**config.mk**
```make
export PLATFORM = sky130hd
export DESIGN_NAME = arp_scanner
export DESIGN_NICKNAME = d
export VERILOG_FILES = /design/src/arp_pkg.sv /design/src/frame_sync.sv /design/src/arp_header_check.sv /design/src/crc32_check.sv /design/src/arp_verdict.sv /design/src/arp_scanner.sv
export SDC_FILE = /design/constraint.sdc
export NUM_CORES = 1
export LEC_CHECK = 0
export BUFFER_PORTS_ARGS = -buffer_cell sky130_fd_sc_hd__buf_2
export CORE_MARGIN = 2
export CORE_UTILIZATION = 55
export CTS_CLUSTER_DIAMETER = 200
export DETAILED_ROUTE_END_ITERATION = 6
export PLACE_DENSITY = 0.75
export SYNTH_ARGS = -nofsm -noshare
export SYNTH_HDL_FRONTEND = slang
export SYNTH_HIERARCHICAL = 1
export SYNTH_SLANG_ARGS = --single-unit
```
**constraint.sdc**
```tcl
create_clock -name clk -period 6.05 [get_ports clk]
set_input_delay 1.21 -clock clk [delete_from_list [all_inputs] [get_ports clk]]
set_output_delay 1.21 -clock clk [all_outputs]
set_load 0.005 [all_outputs]
```
**src/arp_pkg.sv**
```systemverilog
// ================================================
// Shared types and protocol constants for the ARP
// receive scanner. Every design file imports this
// package with a wildcard import in its header.
// ================================================

package arp_pkg;

	// One GMII octet
	typedef logic [7:0] octet_t;
	// Octet index inside a frame, also the frame length
	typedef logic [10:0] frame_cnt_t;
	// Address into the MAC/IP configuration memory
	typedef logic [3:0] cfg_addr_t;
	// Frame summary, see STAT_* bit positions
	typedef logic [3:0] status_t;

	// Receive framing states
	typedef enum logic [1:0] {
		ST_IDLE,
		ST_PREAMBLE,
		ST_DATA,
		ST_DROP
	} rx_state_t;

	// GMII framing octets
	localparam octet_t PREAMBLE_OCTET = 8'h55;
	localparam octet_t SFD_OCTET = 8'hd5;
	localparam octet_t BCAST_OCTET = 8'hff;

	// Gap rules, counter saturates a little above the minimum
	localparam logic [3:0] IFG_MIN = 4'd10;
	localparam logic [3:0] IFG_SAT = 4'd12;
	// Longest frame accepted, counted after the SFD
	localparam frame_cnt_t MAX_FRAME = 11'd1536;

	// Reflected Ethernet CRC32 and the residue left after the FCS
	localparam logic [31:0] CRC_POLY = 32'hedb88320;
	localparam logic [31:0] CRC_RESIDUE = 32'hdebb20e3;

	// Config memory layout: MAC at 0..5, IP at 6..9
	localparam cfg_addr_t CFG_MAC_BASE = 4'd0;
	localparam cfg_addr_t CFG_IP_BASE = 4'd6;

	// Frame layout
	localparam frame_cnt_t MAC_LEN = 11'd6;
	localparam frame_cnt_t SRC_MAC_FIRST = 11'd6;
	localparam frame_cnt_t ARP_TEMPLATE_FIRST = 11'd12;
	localparam frame_cnt_t ARP_TEMPLATE_LAST = 11'd21;
	localparam frame_cnt_t ARP_TIP_FIRST = 11'd38;
	localparam frame_cnt_t ARP_TIP_LEN = 11'd4;

	// Bit positions in status_t
	localparam int STAT_CRC = 0;
	localparam int STAT_MAC = 1;
	localparam int STAT_ARP = 2;
	localparam int STAT_ACCEPT = 3;

endpackage

```
**src/frame_sync.sv**
```systemverilog
// ================================================
// GMII frame front end. Tracks preamble, SFD and the
// inter-frame gap, then hands each data octet on as
// a registered stream with index, first and end marks.
// ================================================
`timescale 1ns/100ps

module frame_sync
	import arp_pkg::*;
(
	input  logic       clk,
	input  logic       arst_n,
	input  octet_t     eth_in,
	input  logic       eth_in_s,
	input  logic       enable_rx,
	output octet_t     rx_data,
	output logic       rx_valid,
	output logic       rx_first,
	output frame_cnt_t rx_cnt,
	output logic       rx_end
);

	rx_state_t  state;
	logic [3:0] ifg_cnt;
	logic       en_meta;
	logic       en_sync;
	frame_cnt_t oct_cnt;
	logic       ifg_ok;
	logic       take;
	logic       too_long;

	assign ifg_ok = ifg_cnt >= IFG_MIN;
	// Octet accepted into the stream
	assign take = (state == ST_DATA) && eth_in_s && (oct_cnt != MAX_FRAME);
	// One octet past the limit
	assign too_long = (state == ST_DATA) && eth_in_s && (oct_cnt == MAX_FRAME);

	// Enable comes from another clock domain
	always_ff @(posedge clk or negedge arst_n) begin
		if (!arst_n) begin
			en_meta <= 1'b0;
			en_sync <= 1'b0;
		end else begin
			en_meta <= enable_rx;
			en_sync <= en_meta;
		end
	end

	// Gap counter
	// Counts strobe-low cycles, cleared by frame octets
	always_ff @(posedge clk or negedge arst_n) begin
		if (!arst_n) begin
			ifg_cnt <= '0;
		end else if (!eth_in_s) begin
			if (ifg_cnt != IFG_SAT)
				ifg_cnt <= ifg_cnt + 1'b1;
		end else if (state == ST_DATA || state == ST_DROP) begin
			ifg_cnt <= '0;
		end
	end

	// Frame FSM
	always_ff @(posedge clk or negedge arst_n) begin
		if (!arst_n) begin
			state <= ST_IDLE;
		end else begin
			case (state)
				ST_IDLE: begin
					// Reception must be enabled at frame start
					if (eth_in_s) begin
						if (eth_in == PREAMBLE_OCTET && en_sync)
							state <= ST_PREAMBLE;
						else
							state <= ST_DROP;
					end
				end
				ST_PREAMBLE: begin
					if (!eth_in_s)
						state <= ST_IDLE;
					else if (eth_in == SFD_OCTET)
						state <= ifg_ok ? ST_DATA : ST_DROP;
					else if (eth_in != PREAMBLE_OCTET)
						state <= ST_DROP;
				end
				ST_DATA: begin
					if (!eth_in_s)
						state <= ST_IDLE;
					else if (too_long)
						state <= ST_DROP;
				end
				default: begin
					// Wait out the rest of a dropped frame
					if (!eth_in_s)
						state <= ST_IDLE;
				end
			endcase
		end
	end

	// Stream control marks
	always_ff @(posedge clk or negedge arst_n) begin
		if (!arst_n) begin
			oct_cnt  <= '0;
			rx_valid <= 1'b0;
			rx_first <= 1'b0;
			rx_end   <= 1'b0;
		end else begin
			oct_cnt  <= take ? oct_cnt + 1'b1 : '0;
			rx_valid <= take;
			rx_first <= take && (oct_cnt == '0);
			// Strobe fell during data, frame completed normally
			rx_end   <= (state == ST_DATA) && !eth_in_s;
		end
	end

	// Octet and index held between valid cycles
	always_ff @(posedge clk) begin
		if (take) begin
			rx_data <= eth_in;
			rx_cnt  <= oct_cnt;
		end
	end

endmodule

```
**src/arp_header_check.sv**
```systemverilog
// ================================================
// Header matcher. Compares destination MAC and ARP
// target IP with the config memory, checks the ARP
// request template and the source MAC unicast bit.
// ================================================
`timescale 1ns/100ps

module arp_header_check
	import arp_pkg::*;
(
	input  logic       clk,
	input  logic       arst_n,
	input  octet_t     rx_data,
	input  logic       rx_valid,
	input  logic       rx_first,
	input  frame_cnt_t rx_cnt,
	output cfg_addr_t  cfg_addr,
	input  octet_t     cfg_data,
	output logic       mac_match,
	output logic       arp_ok,
	output logic       src_unicast
);

	frame_cnt_t nxt_cnt;
	frame_cnt_t nxt_tip_off;
	frame_cnt_t tpl_idx;
	logic       nxt_in_tip;
	logic       in_mac;
	logic       in_tpl;
	logic       in_tip;
	logic       cfg_hit;
	octet_t     tpl_octet;
	logic       uc_ok;
	logic       bc_ok;
	logic       tpl_ok;
	logic       tip_ok;
	logic       tip_seen;

	// Index of the octet that arrives next
	// Memory data then lines up with it
	assign nxt_cnt = rx_valid ? rx_cnt + 1'b1 : '0;
	assign nxt_tip_off = nxt_cnt - ARP_TIP_FIRST;
	assign nxt_in_tip = (nxt_cnt >= ARP_TIP_FIRST) && (nxt_cnt < ARP_TIP_FIRST + ARP_TIP_LEN);

	always_comb begin
		if (nxt_cnt < MAC_LEN)
			cfg_addr = CFG_MAC_BASE + cfg_addr_t'(nxt_cnt);
		else if (nxt_in_tip)
			cfg_addr = CFG_IP_BASE + cfg_addr_t'(nxt_tip_off);
		else
			cfg_addr = CFG_MAC_BASE;
	end

	// Windows for the current octet
	assign in_mac = rx_cnt < MAC_LEN;
	assign in_tpl = (rx_cnt >= ARP_TEMPLATE_FIRST) && (rx_cnt <= ARP_TEMPLATE_LAST);
	assign in_tip = (rx_cnt >= ARP_TIP_FIRST) && (rx_cnt < ARP_TIP_FIRST + ARP_TIP_LEN);
	assign cfg_hit = rx_data == cfg_data;

	// ARP request template, offset from EtherType
	assign tpl_idx = rx_cnt - ARP_TEMPLATE_FIRST;
	always_comb begin
		case (tpl_idx[3:0])
			4'd0: tpl_octet = 8'h08;  // EtherType ARP
			4'd1: tpl_octet = 8'h06;
			4'd2: tpl_octet = 8'h00;  // Hardware Ethernet
			4'd3: tpl_octet = 8'h01;
			4'd4: tpl_octet = 8'h08;  // Protocol IPv4
			4'd5: tpl_octet = 8'h00;
			4'd6: tpl_octet = 8'h06;  // Address lengths
			4'd7: tpl_octet = 8'h04;
			4'd8: tpl_octet = 8'h00;  // Opcode request
			4'd9: tpl_octet = 8'h01;
			default: tpl_octet = 8'h00;
		endcase
	end

	// Accumulating pass flags
	// Reloaded at index 0, cleared by any mismatch
	always_ff @(posedge clk or negedge arst_n) begin
		if (!arst_n) begin
			uc_ok       <= 1'b0;
			bc_ok       <= 1'b0;
			tpl_ok      <= 1'b0;
			tip_ok      <= 1'b0;
			tip_seen    <= 1'b0;
			src_unicast <= 1'b0;
		end else if (rx_valid) begin
			if (rx_first) begin
				uc_ok       <= cfg_hit;
				bc_ok       <= rx_data == BCAST_OCTET;
				tpl_ok      <= 1'b1;
				tip_ok      <= 1'b1;
				tip_seen    <= 1'b0;
				src_unicast <= 1'b0;
			end else begin
				if (in_mac && !cfg_hit)
					uc_ok <= 1'b0;
				if (in_mac && rx_data != BCAST_OCTET)
					bc_ok <= 1'b0;
				if (in_tpl && rx_data != tpl_octet)
					tpl_ok <= 1'b0;
				if (in_tip && !cfg_hit)
					tip_ok <= 1'b0;
				// Frame must reach the end of the target IP
				if (rx_cnt == ARP_TIP_FIRST + ARP_TIP_LEN - 1'b1)
					tip_seen <= 1'b1;
				// Group bit of the source MAC
				if (rx_cnt == SRC_MAC_FIRST)
					src_unicast <= ~rx_data[0];
			end
		end
	end

	assign mac_match = uc_ok | bc_ok;
	assign arp_ok = tpl_ok & tip_ok & tip_seen;

endmodule

```
**src/crc32_check.sv**
```systemverilog
// ================================================
// Ethernet CRC32 checker. Runs a bytewise reflected
// CRC over every frame octet including the FCS and
// flags the good residue.
// ================================================
`timescale 1ns/100ps

module crc32_check
	import arp_pkg::*;
(
	input  logic   clk,
	input  logic   arst_n,
	input  octet_t rx_data,
	input  logic   rx_valid,
	input  logic   rx_first,
	output logic   crc_ok
);

	logic [31:0] crc;
	logic [31:0] crc_base;

	// One octet through the reflected polynomial, LSB first
	function automatic logic [31:0] crc_octet(input logic [31:0] c, input octet_t d);
		logic [31:0] r;
		r = c ^ {24'd0, d};
		for (int i = 0; i < 8; i++) begin
			if (r[0])
				r = (r >> 1) ^ CRC_POLY;
			else
				r = r >> 1;
		end
		return r;
	endfunction

	// Preset to all ones at the start of each frame
	assign crc_base = rx_first ? 32'hffffffff : crc;

	always_ff @(posedge clk or negedge arst_n) begin
		if (!arst_n)
			crc <= 32'hffffffff;
		else if (rx_valid)
			crc <= crc_octet(crc_base, rx_data);
	end

	// FCS included, so a clean frame leaves the fixed residue
	assign crc_ok = crc == CRC_RESIDUE;

endmodule

```
**src/arp_verdict.sv**
```systemverilog
// ================================================
// Verdict stage. Latches the checker results and
// frame length at frame end, then pulses
// status_valid for one cycle.
// ================================================
`timescale 1ns/100ps

module arp_verdict
	import arp_pkg::*;
(
	input  logic       clk,
	input  logic       arst_n,
	input  logic       rx_end,
	input  frame_cnt_t rx_cnt,
	input  logic       mac_match,
	input  logic       arp_ok,
	input  logic       src_unicast,
	input  logic       crc_ok,
	output logic       status_valid,
	output status_t    status_vec,
	output frame_cnt_t pack_len
);

	status_t status_n;
	logic    end_d;

	// Accepted needs every check at once
	always_comb begin
		status_n = '0;
		status_n[STAT_CRC] = crc_ok;
		status_n[STAT_MAC] = mac_match;
		status_n[STAT_ARP] = arp_ok;
		status_n[STAT_ACCEPT] = crc_ok & mac_match & arp_ok & src_unicast;
	end

	always_ff @(posedge clk or negedge arst_n) begin
		if (!arst_n) begin
			status_vec   <= '0;
			pack_len     <= '0;
			end_d        <= 1'b0;
			status_valid <= 1'b0;
		end else begin
			// rx_cnt still holds the last index here
			if (rx_end) begin
				status_vec <= status_n;
				pack_len   <= rx_cnt + 1'b1;
			end
			end_d        <= rx_end;
			status_valid <= end_d;
		end
	end

endmodule

```
**src/arp_scanner.sv**
```systemverilog
// ================================================
// ARP request scanner top level. Front end feeds
// header match and CRC check side by side, verdict
// reports one status per completed frame.
// ================================================
`timescale 1ns/100ps

module arp_scanner
	import arp_pkg::*;
(
	input  logic       clk,
	input  logic       arst_n,
	input  octet_t     eth_in,
	input  logic       eth_in_s,
	input  logic       enable_rx,
	output cfg_addr_t  cfg_addr,
	input  octet_t     cfg_data,
	output logic       status_valid,
	output status_t    status_vec,
	output frame_cnt_t pack_len
);

	// Registered octet stream
	octet_t     rx_data;
	logic       rx_valid;
	logic       rx_first;
	frame_cnt_t rx_cnt;
	logic       rx_end;
	// Checker results
	logic       mac_match;
	logic       arp_ok;
	logic       src_unicast;
	logic       crc_ok;

	frame_sync u_sync (
		.clk(clk), .arst_n(arst_n),
		.eth_in(eth_in), .eth_in_s(eth_in_s), .enable_rx(enable_rx),
		.rx_data(rx_data), .rx_valid(rx_valid), .rx_first(rx_first),
		.rx_cnt(rx_cnt), .rx_end(rx_end)
	);

	arp_header_check u_hdr (
		.clk(clk), .arst_n(arst_n),
		.rx_data(rx_data), .rx_valid(rx_valid), .rx_first(rx_first), .rx_cnt(rx_cnt),
		.cfg_addr(cfg_addr), .cfg_data(cfg_data),
		.mac_match(mac_match), .arp_ok(arp_ok), .src_unicast(src_unicast)
	);

	crc32_check u_crc (
		.clk(clk), .arst_n(arst_n),
		.rx_data(rx_data), .rx_valid(rx_valid), .rx_first(rx_first),
		.crc_ok(crc_ok)
	);

	arp_verdict u_verdict (
		.clk(clk), .arst_n(arst_n),
		.rx_end(rx_end), .rx_cnt(rx_cnt),
		.mac_match(mac_match), .arp_ok(arp_ok), .src_unicast(src_unicast), .crc_ok(crc_ok),
		.status_valid(status_valid), .status_vec(status_vec), .pack_len(pack_len)
	);

endmodule

```
# Word-level counts from Yosys, hierarchy flattened
# Memories as Yosys holds them, arrays and structs flattened.
# Index checks and enable logic that the tools add are counted.
# Widths: inputs -> output; s select.
[totals]
regBits = 96
latch_bits = 0
mem_bits_rw = 0
rom_bits = 64
output_inout_bits = 20
memories = 1
[memory_table]
columns = ["name", "words", "word_bits", "rd", "rd_clocked_by_memory_dff", "write_ports", "line", "source"]
rows = [
  ["(name not given)", 16, 4, 1, 0, 0, "arp_header_check.sv:63", "case (tpl_idx[3:0])"],
]
[op_classes]
addsub = 6
n_mul = 0
n_div = 0
order_cmp = 9
n_eq_ne = 21
shift = 0
muxes = 45
n_bitwise = 16
n_reduce_logical = 33
[ops]
columns = ["cell", "n"]
rows = [
  ["$mux 32", 16],
  ["$not 13->14", 8],
  ["$eq 32x32->1 const B", 1],
  ["$xor 32x8->32", 1],
  ["$add 11x1->11 const B", 2],
  ["$ge 11x6->1 const B", 2],
  ["$lt 11x3->1 const B", 2],
  ["$lt 11x6->1 const B", 2],
  ["$mux 11", 2],
  ["$mux 4", 5],
  ["$eq 8x8->1 const B", 2],
  ["$mux 2", 8],
  ["$reduce_and 2->1", 7],
  ["$reduce_bool 2->1", 7],
  ["$logic_and 1x1->1", 13],
  ["$mux 1", 13],
  ["$eq 11x11->1 const B", 1],
  ["$eq 11x3->1 const B", 1],
  ["$eq 11x6->1 const B", 1],
  ["$ge 11x4->1 const B", 1],
  ["$le 11x5->1 const B", 1],
  ["$logic_not 11->1", 1],
  ["$ne 11x11->1 const B", 1],
  ["$eq 8x7->1 const B", 1],
  ["other kinds (25)", 31],
]

# Depth between registers and ports, before layout
# Gate-level depths: netlist (run 1).
[logic_depth]
depth_word = 25
depth_mapped = 8

# Modules after synthesis
# The synthesis (run 1) kept the hierarchy.
[by_module_without_submodules]
columns = ["module", "instances", "cells_per_inst", "area_per_inst_um2", "seq_area_each_um2"]
rows = [
  ["crc32_check", 1, 226, 2419.8, 840.8],
  ["frame_sync", 1, 120, 1639.1, 1121.1],
  ["arp_header_check", 1, 125, 979.7, 150.1],
  ["arp_verdict", 1, 73, 779.5, 425.4],
]

# Least setup slack after synthesis (run 1)
# Ideal clock, no wire load.
[synth_timing]
path_type = "flip-flop to output port"
from = "register u_sync.rx_cnt[0]"
to = "output port cfg_addr[1]"
arrival_ns = 2.074
required_time_ns = 4.840
setup_slack_ns = 2.766
path_stages_with_launch = 7
cell_sequence = "edfxtp_1 -> ha_1 -> ha_1 -> a221oi_1 -> a211oi_1 -> a2111oi_2 -> and3_1"
[synth_via]
elab_chain_cells = 6
[synth_lines]
columns = ["element", "line", "source"]
rows = [
  ["start: declaration", "frame_sync.sv:19", "output frame_cnt_t rx_cnt,"],
  ["start signal: assignment", "frame_sync.sv:120", "rx_cnt <= oct_cnt;"],
  ["$add 11x1->11 *", "arp_header_check.sv:41", "assign nxt_cnt = rx_valid ? rx_cnt + 1'b1 : '0;"],
  ["$mux 11 *", "arp_header_check.sv:41", ""],
  ["$sub 4x3->4, or another cell as far along", "arp_header_check.sv:42", "assign nxt_tip_off = nxt_cnt - ARP_TIP_FIRST;"],
  ["$add 3x4->4 / $logic_and 1x1->1 (equally long branches)", "arp_header_check.sv:49, arp_header_check.sv:43", ""],
  ["$mux 4", "arp_header_check.sv:48", "else if (nxt_in_tip)"],
  ["$mux 4 *", "arp_header_check.sv:46", "if (nxt_cnt < MAC_LEN)"],
  ["end: declaration", "arp_scanner.sv:16", "output cfg_addr_t cfg_addr,"],
]
# Every way passes the cells marked *; elsewhere a longest branch is shown, timed or not.

# Worst setup path after layout (run 1)
[layout_timing]
from = "register u_sync.rx_cnt[1]"
to = "output port cfg_addr[1]"
# Same word-level chain as after synthesis.

==> run summary, run 1 <==
Outcome: finished clean
Rows: 37
Cts bufs inserted: 9
Post-CTS repair timing setup buffer count: 0
Antenna violations before repair: 0
P&R area growth vs syn: 7.89%
Setup clock skew after layout: 10.5 ps
Number of port buffers: 39
TritonRoute pass-1 iters: 6
Total standard cell area after synthesis: 0.00582 mm²
Syn. warnings: 6
Synthesized Nets: 578
RSZ-0062 raised after global routing: false
Crit path launch type: register
Total die area: 0.0114 mm²
Data arrival, critical path: 2880 ps
Num ports: 40
Final critical-path required period: 4090 ps
Setup TNS Final: 0 ps
Vias per inst: 5.81
Setup slack of the most critical reg-to-reg path: 3600 ps
Number of gates resized after cts: 0
Largest area contributor in the synthesized netlist: dfrtp_1
Total power draw: 0.00307 W
Global-route wire length before repair: 20100 µm
Area of the placeable core: 0.0103 mm²
# diodes: 0
Max transition margin: 0.362
Clock latency on the worst-skew pair: 390 ps
Final setup violation count: 0
Ratio of total power to cell area: 489 mW/mm²
Pleak: 2.51 nW
Post-CTS Hold Fix Bufs: 0
HPWL reported at the end of detailed placement: 8550 µm
Most frequent cell after synthesis: nor2_1
Crit share post-route: 0.676
Number of violations reported at the end of detailed-routing iteration 0: 253
Met1 Use GR: 0.321
Path category of the worst min-delay check: register to register
Vertical die dimension: 107 µm
Post-synthesis register bit count: 96
DRC errors left: 0
Global routing's busiest layer: met2
Total routed wirelength: 12200 µm
Final estimated routing congestion in global placement: 0.818
CTS Buffer Depth: 2
Largest net degree at the start of global routing: 78
Final-report max-slew violation count: 0
Sink Count: 96
Worst setup path category: register to primary output
Maximum vdd ir drop: 0.255 mV
Endpoint with the worst hold slack: u_sync/en_sync
Total Nets Final: 607
Max-cap violations: 0
Number of hold violations in the final report: 0
Met2 routing resource usage after global routing: 0.352
Post-synth EDFFs: 19
Unique masters post-synth: 75
CTS Root Buffer Type: clkbuf_8
Starting density of the core: 0.566
Transition time at the pin with the least slew margin: 957 ps
Gr ovfl total: 0
Global router's overall resource usage: 0.226
Die boundary width: 107 µm
Worst path required time: 4840 ps
Global routing met3 resource utilization: 0.0328
Launch instance of the worst register-to-register path: u_sync/oct_cnt[0]
Number of global-route vias before repair: 4004
Number of filler instances in the final layout: 855
Clock transition at the registers of the reported paths: 110 ps
Share of synthesized registers carrying an async set or reset: 0.802
Post-synthesis instance total: 544
# H-tree levels: 3
Layout cells sized above 1: 0.235
Cells on worst reg2reg path: 5
Worst hold start: u_sync/en_meta
Reg-to-Reg End: u_sync/rx_data[7]
Antenna Violating Nets Remaining: 0
Top achievable clock speed: 244 MHz
Number of cells traversed by the worst hold path: 0
Share of the synthesized area in the top cell type: 0.194
Synthesized area per cell: 10.7 µm²
Proportion of synthesized chip area in sequential cells: 0.436
Commonest cells post-synth: 75 x nor2_1, 66 x xnor2_1, 45 x dfrtp_1
Cells taking the most area after synthesis: dfrtp_1 19%, dfstp_2 14%, xnor2_1 9.9%
Largest fanout on the critical path: 15
Critical Path End Type: primary output
Clock tree from TritonCTS: yes
Per-cell routed wire length: 17.0 µm
Routed via count: 4148
Most frequently used flop master after synthesis: dfrtp_1
[cells by family after synthesis]
group	after synthesis	share of synthesized area
buf+inv	46	0.0374
xor+xnor	105	0.193
simple gates	171	0.155
compound gates	87	0.100
flops	96	0.436
fa+ha+maj	14	0.0301
mux	25	0.0482
[worst max-delay path by stage]
stage                  end              from  depth (start not counted)  slack (ps)
3_5_place_dp   cfg_addr[1]  u_sync/rx_cnt[1]                          7        2440
4_1_cts        cfg_addr[1]  u_sync/rx_cnt[1]                          7        1990
6_report       cfg_addr[1]  u_sync/rx_cnt[1]                          7        1960
2_1_floorplan  cfg_addr[1]  u_sync/rx_cnt[0]                          6        2770
3_3_place_gp   cfg_addr[2]  u_sync/rx_cnt[2]                          6        2520
5_1_grt        cfg_addr[1]  u_sync/rx_cnt[1]                          8        1730
[worst max-delay path, stage by stage, from the launching register on]
cell and delay [ps]:
edfxtp_1 620, ha_1 350, ha_1 340, a221oi_1 330, a211oi_1 110, a2111oi_2 420, and3_1 220, buf_2 110
[registers in the layout (all words and copies together) (netlist names), 2 cells and up]
name and flops:
u_crc/crc 32, u_sync/oct_cnt 11, u_sync/rx_cnt 11, u_verdict/pack_len 11, u_sync/rx_data 8, u_sync/ifg_cnt 4
u_verdict/status_vec 4, u_sync/state 2
[through the flow]
stage	util	cell area, µm²	setup WS (ps)	instances	hold WS [ps]
detailed placement	0.591	6070	2440	698	340
global placement	0.591	6070	2520	698	337
floorplan	-	5820	2770	544	331
CTS	0.611	6280	1990	714	366
global route	0.611	6280	1730	714	368
finish	0.611	6280	1960	714	364
[metal layers]
metal,vias to the layer above,share of wire,wire [µm]
met5,-,0,0
met4,0,0.017,210
met3,16,0.061,739
met2,115,0.45,5520
met1,2027,0.47,5690
li1,1990,-,-
[power breakdown]
part           internal, W  switching (W)
combinational     0.000858       0.000721
clock             0.000167       0.000266
sequential        0.000890       0.000169
[cell type report]
cell class	instances	area (µm²)	area share
well taps	136	170	0.0271
clock inverters	7	83.8	0.0134
flip-flops and latches	96	2540	0.404
repair buffers	41	213	0.0339
inverters	23	86.3	0.0138
multi-input cells	402	3060	0.488
clock buffers	9	124	0.0197
[placed cells by master (no fill, tap or decap), types with 5 or more instances in the layout]
cell | synthesis | final
dfstp_2 | 32 | 32
buf_2 | 3 | 38
or4_1 | 5 | 5
nand4_1 | 15 | 15
and3_1 | 7 | 7
edfxtp_1 | 19 | 19
ha_1 | 14 | 14
o21ai_0 | 13 | 13
a21oi_1 | 27 | 27
or3_1 | 7 | 7
o31ai_1 | 5 | 5
nand2b_1 | 6 | 6
xnor2_1 | 66 | 66
xnor2_2 | 5 | 5
mux2_2 | 19 | 19
nor4_1 | 5 | 5
dfrtp_1 | 45 | 45
inv_1 | 23 | 23
clkbuf_8 | 0 | 9
xor2_1 | 23 | 23
nand2_1 | 10 | 10
nand3_1 | 15 | 15
a31oi_1 | 11 | 11
nor2_1 | 75 | 75
Note: power is estimated with default switching activity, not from simulation.
==> run 2, diff against run 1 <==
Settings changed: ABC_AREA from default to 1, PLACE_DENSITY 0.75 to 0.74.
Clock period 6.05 ns to 4.12 ns, I/O delays scaled along.
==> run summary, run 2 <==
Final critical-path required period: 3310 ps
TritonRoute pass-1 iters: 7 (was 6)
Cts bufs inserted: 9 (unchanged)
Cells on worst reg2reg path: 13 (was 5)
Worst slack at placement: 1190 ps (was 2440 ps)
Crit share post-route: 0.804
Most frequently used flop master after synthesis: dfrtp_1 (unchanged)
Final estimated routing congestion in global placement: 0.907 (was 0.818)
Top achievable clock speed: 302 MHz
Final-report max-slew violation count: 0 (unchanged)
Total standard cell area after synthesis: 0.00652 mm² (was 0.00582 mm²)
Biggest register: u_crc/crc (unchanged)
Sink Count: 96 (unchanged)
Rows: 39 (was 37)
Global router's overall resource usage: 0.242 (was 0.226)
Critical Path End Type: primary output (unchanged)
Total routed wirelength: 14400 µm (was 12200 µm)
Violated checks: DRC
DP Area: 0.00678 mm² (was 0.00607 mm²)
Setup slack of the critical path after layout: 806 ps (was 1960 ps)
Cell count after placement: 1050 (was 698)
Number of port buffers: 39 (unchanged)
Commonest cells post-synth: 294 x nand2_1, 89 x nor2_1, 79 x nand3_1 (was 75 x nor2_1, 66 x xnor2_1, 45 x dfrtp_1)
Data arrival, critical path: 2490 ps (was 2880 ps)
Maximum vdd ir drop: 0.296 mV (was 0.255 mV)
Global-route wire length before repair: 24600 µm (was 20100 µm)
Number of cells traversed by the worst hold path: 0 (unchanged)
Path category of the worst min-delay check: register to register (unchanged)
Synthesized Nets: 915 (was 578)
Pleak: 3.48 nW (was 2.51 nW)
# H-tree levels: 3 (unchanged)
Clock transition at the registers of the reported paths: 80 ps (was 110 ps)
Largest net degree at the start of global routing: 78 (unchanged)
Clock latency on the worst-skew pair: 360 ps (was 390 ps)
Max transition margin: 0.341 (was 0.362)
DRC errors left: 6 (was 0)
Routed via count: 5629 (was 4148)
Antenna violations before repair: 0 (unchanged)
Largest fanout on the critical path: 9 (was 15)
Proportion of synthesized chip area in sequential cells: 0.389 (was 0.436)
HPWL reported at the end of detailed placement: 10500 µm (was 8550 µm)
Number of non-filler instances in the completed layout: 1066 (was 714)
Worst path required time: 3300 ps (was 4840 ps)
Crit path launch type: register (unchanged)
Number of violations reported at the end of detailed-routing iteration 0: 456 (was 253)
CTS Buffer Depth: 2 (unchanged)
P&R area growth vs syn: 8.63% (was 7.89%)
Synthesized area per cell: 7.40 µm² (was 10.7 µm²)
Vias per inst: 5.28 (was 5.81)
Clock tree from TritonCTS: yes (unchanged)
Vertical die dimension: 113 µm (was 107 µm)
Post-CTS repair timing setup buffer count: 0 (unchanged)
Area of the placeable core: 0.0115 mm² (was 0.0103 mm²)
Die boundary width: 113 µm (was 107 µm)
Num ports: 40 (unchanged)
Starting density of the core: 0.566 (about the same)
Share of the synthesized area in the top cell type: 0.173 (was 0.194)
Post-CTS Hold Fix Bufs: 0 (unchanged)
Transition time at the pin with the least slew margin: 988 ps (was 957 ps)
RSZ-0062 raised after global routing: false (unchanged)
Setup TNS Final: 0 ps (unchanged)
Most frequent cell after synthesis: nand2_1 (was nor2_1)
Final std cell area, no fill: 0.00708 mm² (was 0.00628 mm²)
Number of hold violations in the final report: 0 (unchanged)
Antenna Violating Nets Remaining: 0 (unchanged)
Final setup violation count: 0 (unchanged)
Max-cap violations: 0 (unchanged)
Post-synthesis instance total: 881 (was 544)
Syn. warnings: 6 (unchanged)
Number of global-route vias before repair: 5113 (was 4004)
Share of synthesized registers carrying an async set or reset: 0.802 (unchanged)
CTS Root Buffer Type: clkbuf_16 (was clkbuf_8)
Number of gates resized after cts: 0 (unchanged)
Total Nets Final: 952 (was 607)
Max FFs per register: 32 (unchanged)
Largest area contributor in the synthesized netlist: dfrtp_1 (unchanged)
Setup clock skew after layout: 9.52 ps (was 10.5 ps)
Hold Slack: 354 ps (was 364 ps)
Most frequent cells in the layout: 294 x nand2_1, 89 x nor2_1, 79 x nand3_1, 78 x inv_1, 45 x dfrtp_1 (was 75 x nor2_1, 66 x xnor2_1, 45 x dfrtp_1, 38 x buf_2, 32 x dfstp_2)
Outcome: complete, but fails checks (was finished clean)
Post-synth EDFFs: 19 (unchanged)
Layout cells sized above 1: 0.194 (was 0.235)
Most common library cell in the layout ignoring fill and taps: nand2_1 (was nor2_1)
Per-cell routed wire length: 13.5 µm (was 17.0 µm)
Post-synthesis register bit count: 96 (unchanged)
Gr ovfl total: 0 (unchanged)
Worst setup path category: register to primary output (unchanged)
Total die area: 0.0127 mm² (was 0.0114 mm²)
Unique masters post-synth: 47 (was 75)
Cells taking the most area after synthesis: dfrtp_1 17%, nand2_1 17%, dfstp_2 13% (was dfrtp_1 19%, dfstp_2 14%, xnor2_1 9.9%)
Ratio of total power to cell area: 741 mW/mm² (was 489 mW/mm²)
# diodes: 0 (unchanged)
[run 2: cell types whose count changed after synthesis, sizes merged, moves of 21 or more]
cell and delta:
nand2 +315, inv +71, nand3 +70, xnor2 -62, o21ai +27, nor2 +23
mux2 -21
[run 2: layout make-up]
type / count / area, µm²
Sequential cell: 96 / 2540
Timing Repair Buffer: 43 / 228
Fill cell: 1033 / 4430
Clock buffer: 9 / 225
Clock inverter: 7 / 77.6
Tap cell: 143 / 179
Multi-Input combinational cell: 672 / 3480
Inverter: 96 / 360
[run 2: report_power, final]
group / internal, W / switching, W
combinational: 0.000976 / 0.00169
sequential: 0.00140 / 0.000350
clock: 0.000430 / 0.000404
total: 0.00280 / 0.00244
[run 2: cell families after synthesis]
logic type / count (synthesis) / synth area share
and+or+nand+nor: 552 / 0.388
buffers and inverters: 113 / 0.0777
DFF: 96 / 0.389
AOI/OAI and AO/OA: 69 / 0.0627
xor gates and xnor gates: 37 / 0.0554
adders and majority gates: 14 / 0.0269
[run 2: worst max-delay path: stages, from the launching register on]
cell	delay [ps]
edfxtp_1	550
ha_1	300
ha_1	310
o21ai_0	270
nand3_1	120
nand2_1	70
nor2_1	40
nor2_1	90
nand2_1	50
nand2_1	60
nand2_2	70
nor2_1	90
buf_2	110
[run 2: per-layer routing]
metal	vias up	global-route usage	part of all wire
li1	2881	-	-
met1	2546	0.370	0.50
met2	183	0.347	0.42
met3	19	0.0434	0.069
met4	0	0.0789	0.017
met5	-	0	0
[run 2: path summary, 6_finish.rpt]
check                                  from                     to  slack (ps)
max in group asynchronous            arst_n  u_verdict/pack_len[2]        2850
min reg2reg                  u_sync/en_meta         u_sync/en_sync         350
max reg2reg                 u_sync/rx_first          u_crc/crc[18]        1860
max                        u_sync/rx_cnt[0]            cfg_addr[2]         810
min in group asynchronous            arst_n        u_verdict/end_d         610
min                          u_sync/en_meta         u_sync/en_sync         350
[run 2: per-stage QoR]
stage                      util  total power, W
after global routing      0.615         0.00571
after detailed placement  0.589         0.00439
after floorplan               -         0.00383
after CTS                 0.615         0.00525
final                     0.615         0.00525
after global placement    0.589         0.00435
==> run 3, diff against run 2 <==
Clock period 4.12 ns to 3.19 ns, I/O delays scaled along.
==> run summary, run 3 (same netlist as run 2, synthesis figures left out) <==
Antenna violations before repair: 0 (unchanged)
Total power draw: 0.00677 W (was 0.00525 W)
Final-report max-slew violation count: 0 (unchanged)
Num ports: 40 (unchanged)
Standard cell with the maximum stage delay on the critical path: edfxtp_1 (unchanged)
Max-cap violations: 0 (unchanged)
Logic depth of the worst setup path including buffers: 13 (was 12)
Transition time at the pin with the least slew margin: 987 ps (was 988 ps)
HPWL reported at the end of detailed placement: 10800 µm (was 10500 µm)
Final estimated routing congestion in global placement: 0.913 (was 0.907)
TritonRoute pass-1 iters: 7 (unchanged)
Ratio of total power to cell area: 954 mW/mm² (was 741 mW/mm²)
Area of the placeable core: 0.0115 mm² (unchanged)
Total die area: 0.0127 mm² (unchanged)
Crit path launch type: register (unchanged)
Layout cells sized above 1: 0.195 (was 0.194)
Total routed wirelength: 14600 µm (was 14400 µm)
# diodes: 0 (unchanged)
Top achievable clock speed: 345 MHz
Worst setup path category: register to primary output (unchanged)
Total Nets Final: 955 (was 952)
Final setup violation count: 0 (unchanged)
Most common library cell in the layout ignoring fill and taps: nand2_1 (unchanged)
Largest fanout on the critical path: 6 (was 9)
Launch instance of the worst register-to-register path: u_sync/oct_cnt[0] (was u_sync/rx_first)
Endpoint with the worst hold slack: u_sync/en_sync (unchanged)
Routed via count: 5647 (was 5629)
P&R area growth vs syn: 8.77% (was 8.63%)
Antenna Violating Nets Remaining: 0 (unchanged)
Post-route core utilization: 0.616 (was 0.615)
Global router's overall resource usage: 0.244 (was 0.242)
Most frequent cells in the layout: 294 x nand2_1, 89 x nor2_1, 79 x nand3_1, 78 x inv_1, 45 x dfrtp_1 (unchanged)
Cts bufs inserted: 9 (unchanged)
Per-cell routed wire length: 13.7 µm (was 13.5 µm)
Rows: 39 (unchanged)
Gr ovfl total: 0 (unchanged)
Path category of the worst min-delay check: register to register (unchanged)
Sink Count: 96 (unchanged)
Maximum vdd ir drop: 0.374 mV (was 0.296 mV)
Number of violations reported at the end of detailed-routing iteration 0: 492 (was 456)
Number of filler instances in the final layout: 1039 (was 1033)
Worst path required time: 2550 ps (was 3300 ps)
CTS Root Buffer Type: clkbuf_16 (unchanged)
Cell count after placement: 1050 (unchanged)
Final critical-path required period: 2900 ps
Clock latency on the worst-skew pair: 360 ps (about the same)
Biggest register: u_crc/crc (unchanged)
Pleak: 3.48 nW (about the same)
Number of hold violations in the final report: 0 (unchanged)
Setup slack of the most critical reg-to-reg path: 1100 ps (was 1860 ps)
Data arrival, critical path: 2260 ps (was 2490 ps)
Max FFs per register: 32 (unchanged)
Number of gates resized after cts: 0 (unchanged)
CTS Buffer Depth: 2 (unchanged)
Buffer and inverter count on the worst path: 3 (was 1)
Reg-to-Reg End: u_sync/oct_cnt[2] (was u_crc/crc[18])
Violated checks: DRC (unchanged)
Setup clock skew after layout: 8.96 ps (was 9.52 ps)
RSZ-0062 raised after global routing: false (unchanged)
Cells on worst reg2reg path: 9 (was 13)
CP Cell Sequence: buf_4 > inv_1 > ha_1 > o21ai_0 > nand3_1 > nand2_1 > nor2_1 > nor2_1 > nand2_1 > nand2_1 > nand2_2 > nor2_1 > buf_2 (was ha_1 > ha_1 > o21ai_0 > nand3_1 > nand2_1 > nor2_1 > nor2_1 > nand2_1 > nand2_1 > nand2_2 > nor2_1 > buf_2)
CP peak stage delay: 440 ps (was 550 ps)
Number of non-filler instances in the completed layout: 1069 (was 1066)
Number of global-route vias before repair: 5176 (was 5113)
Crit share post-route: 0.910
Critical Path End Type: primary output (unchanged)
Max transition margin: 0.342 (was 0.341)
Number of cells traversed by the worst hold path: 0 (unchanged)
Clock transition at the registers of the reported paths: 70 ps (was 80 ps)
Outcome: complete, but fails checks (unchanged)
Global-route wire length before repair: 24800 µm (was 24600 µm)
Die boundary width: 113 µm (unchanged)
Setup TNS Final: 0 ps (unchanged)
# H-tree levels: 3 (unchanged)
Clock tree from TritonCTS: yes (unchanged)
Worst hold start: u_sync/en_meta (unchanged)
DRC errors left: 6 (unchanged)
Vertical die dimension: 113 µm (unchanged)
Starting density of the core: 0.566 (unchanged)
Largest net degree at the start of global routing: 78 (unchanged)
CP delay by family, top: simple AND/OR/NAND/NOR gates (was adder cells)
Vias per inst: 5.28 (about the same)
Number of port buffers: 39 (unchanged)
-- run 3: cell type report --
cell class	instances	area (µm²)	share of cell area
Multi-Input combinational cell	672	3480	0.490
Clock inverter	6	60.1	0.00847
Sequential cell	96	2540	0.358
Tap cell	143	179	0.0252
Inverter	96	360	0.0508
Timing Repair Buffer	46	250	0.0353
Clock buffer	10	229	0.0323
-- run 3: worst max path at each step --
| stage | startpoint | to | slack (ps) |
|---|---|---|---|
| after floorplan | u_sync/rx_cnt[0] | cfg_addr[0] | 740 |
| after global placement | u_sync/rx_cnt[0] | cfg_addr[1] | 560 |
| after detailed placement | u_sync/rx_cnt[0] | cfg_addr[2] | 520 |
| after CTS | u_sync/rx_cnt[0] | cfg_addr[2] | 130 |
| after global routing | u_sync/rx_cnt[2] | cfg_addr[1] | 90 |
| final | u_sync/rx_cnt[1] | cfg_addr[2] | 290 |
-- run 3: repair_timing --
item                                    in CTS  in global routing
endpoints found under the setup margin       0                  3
endpoints found under the hold margin        0                  0
hold buffers                                 0                  0
setup buffers                                0                  3
-- run 3: routing by layer --
| layer | wire length [µm] | share of wire | vias up | GRT usage |
|---|---|---|---|---|
| met1 | 7320 | 0.50 | 2577 | 0.371 |
| met5 | 0 | 0 | - | 0 |
| li1 | - | - | 2898 | - |
| met4 | 240 | 0.016 | 0 | 0.0935 |
| met2 | 6230 | 0.43 | 158 | 0.357 |
| met3 | 854 | 0.058 | 14 | 0.0321 |
-- run 3: power breakdown --
part / leakage, nW / internal, W / switching (W)
combinational: 2.26 / 0.00126 / 0.00222
clock: 0.137 / 0.000551 / 0.000504
sequential: 1.08 / 0.00181 / 0.000424
-- run 3: through the flow --
step           hold WS, ps  area (µm²)  setup slack (ps)
2_1_floorplan          331        6520               738
3_3_place_gp           333        6780               560
3_5_place_dp           340        6780               523
4_1_cts                356        7070               128
5_1_grt                365        7090              87.3
6_report               354        7090               288
-- run 3: worst reg2reg max path, delay by kind of cell, from the launching register on --
kind / cells / cell delay [ps]
AND/OR/NAND/NOR: 5 / 600
adder cells (fa/ha/maj): 1 / 210
buffers and inverters: 3 / 730
flip-flops: 1 / 460
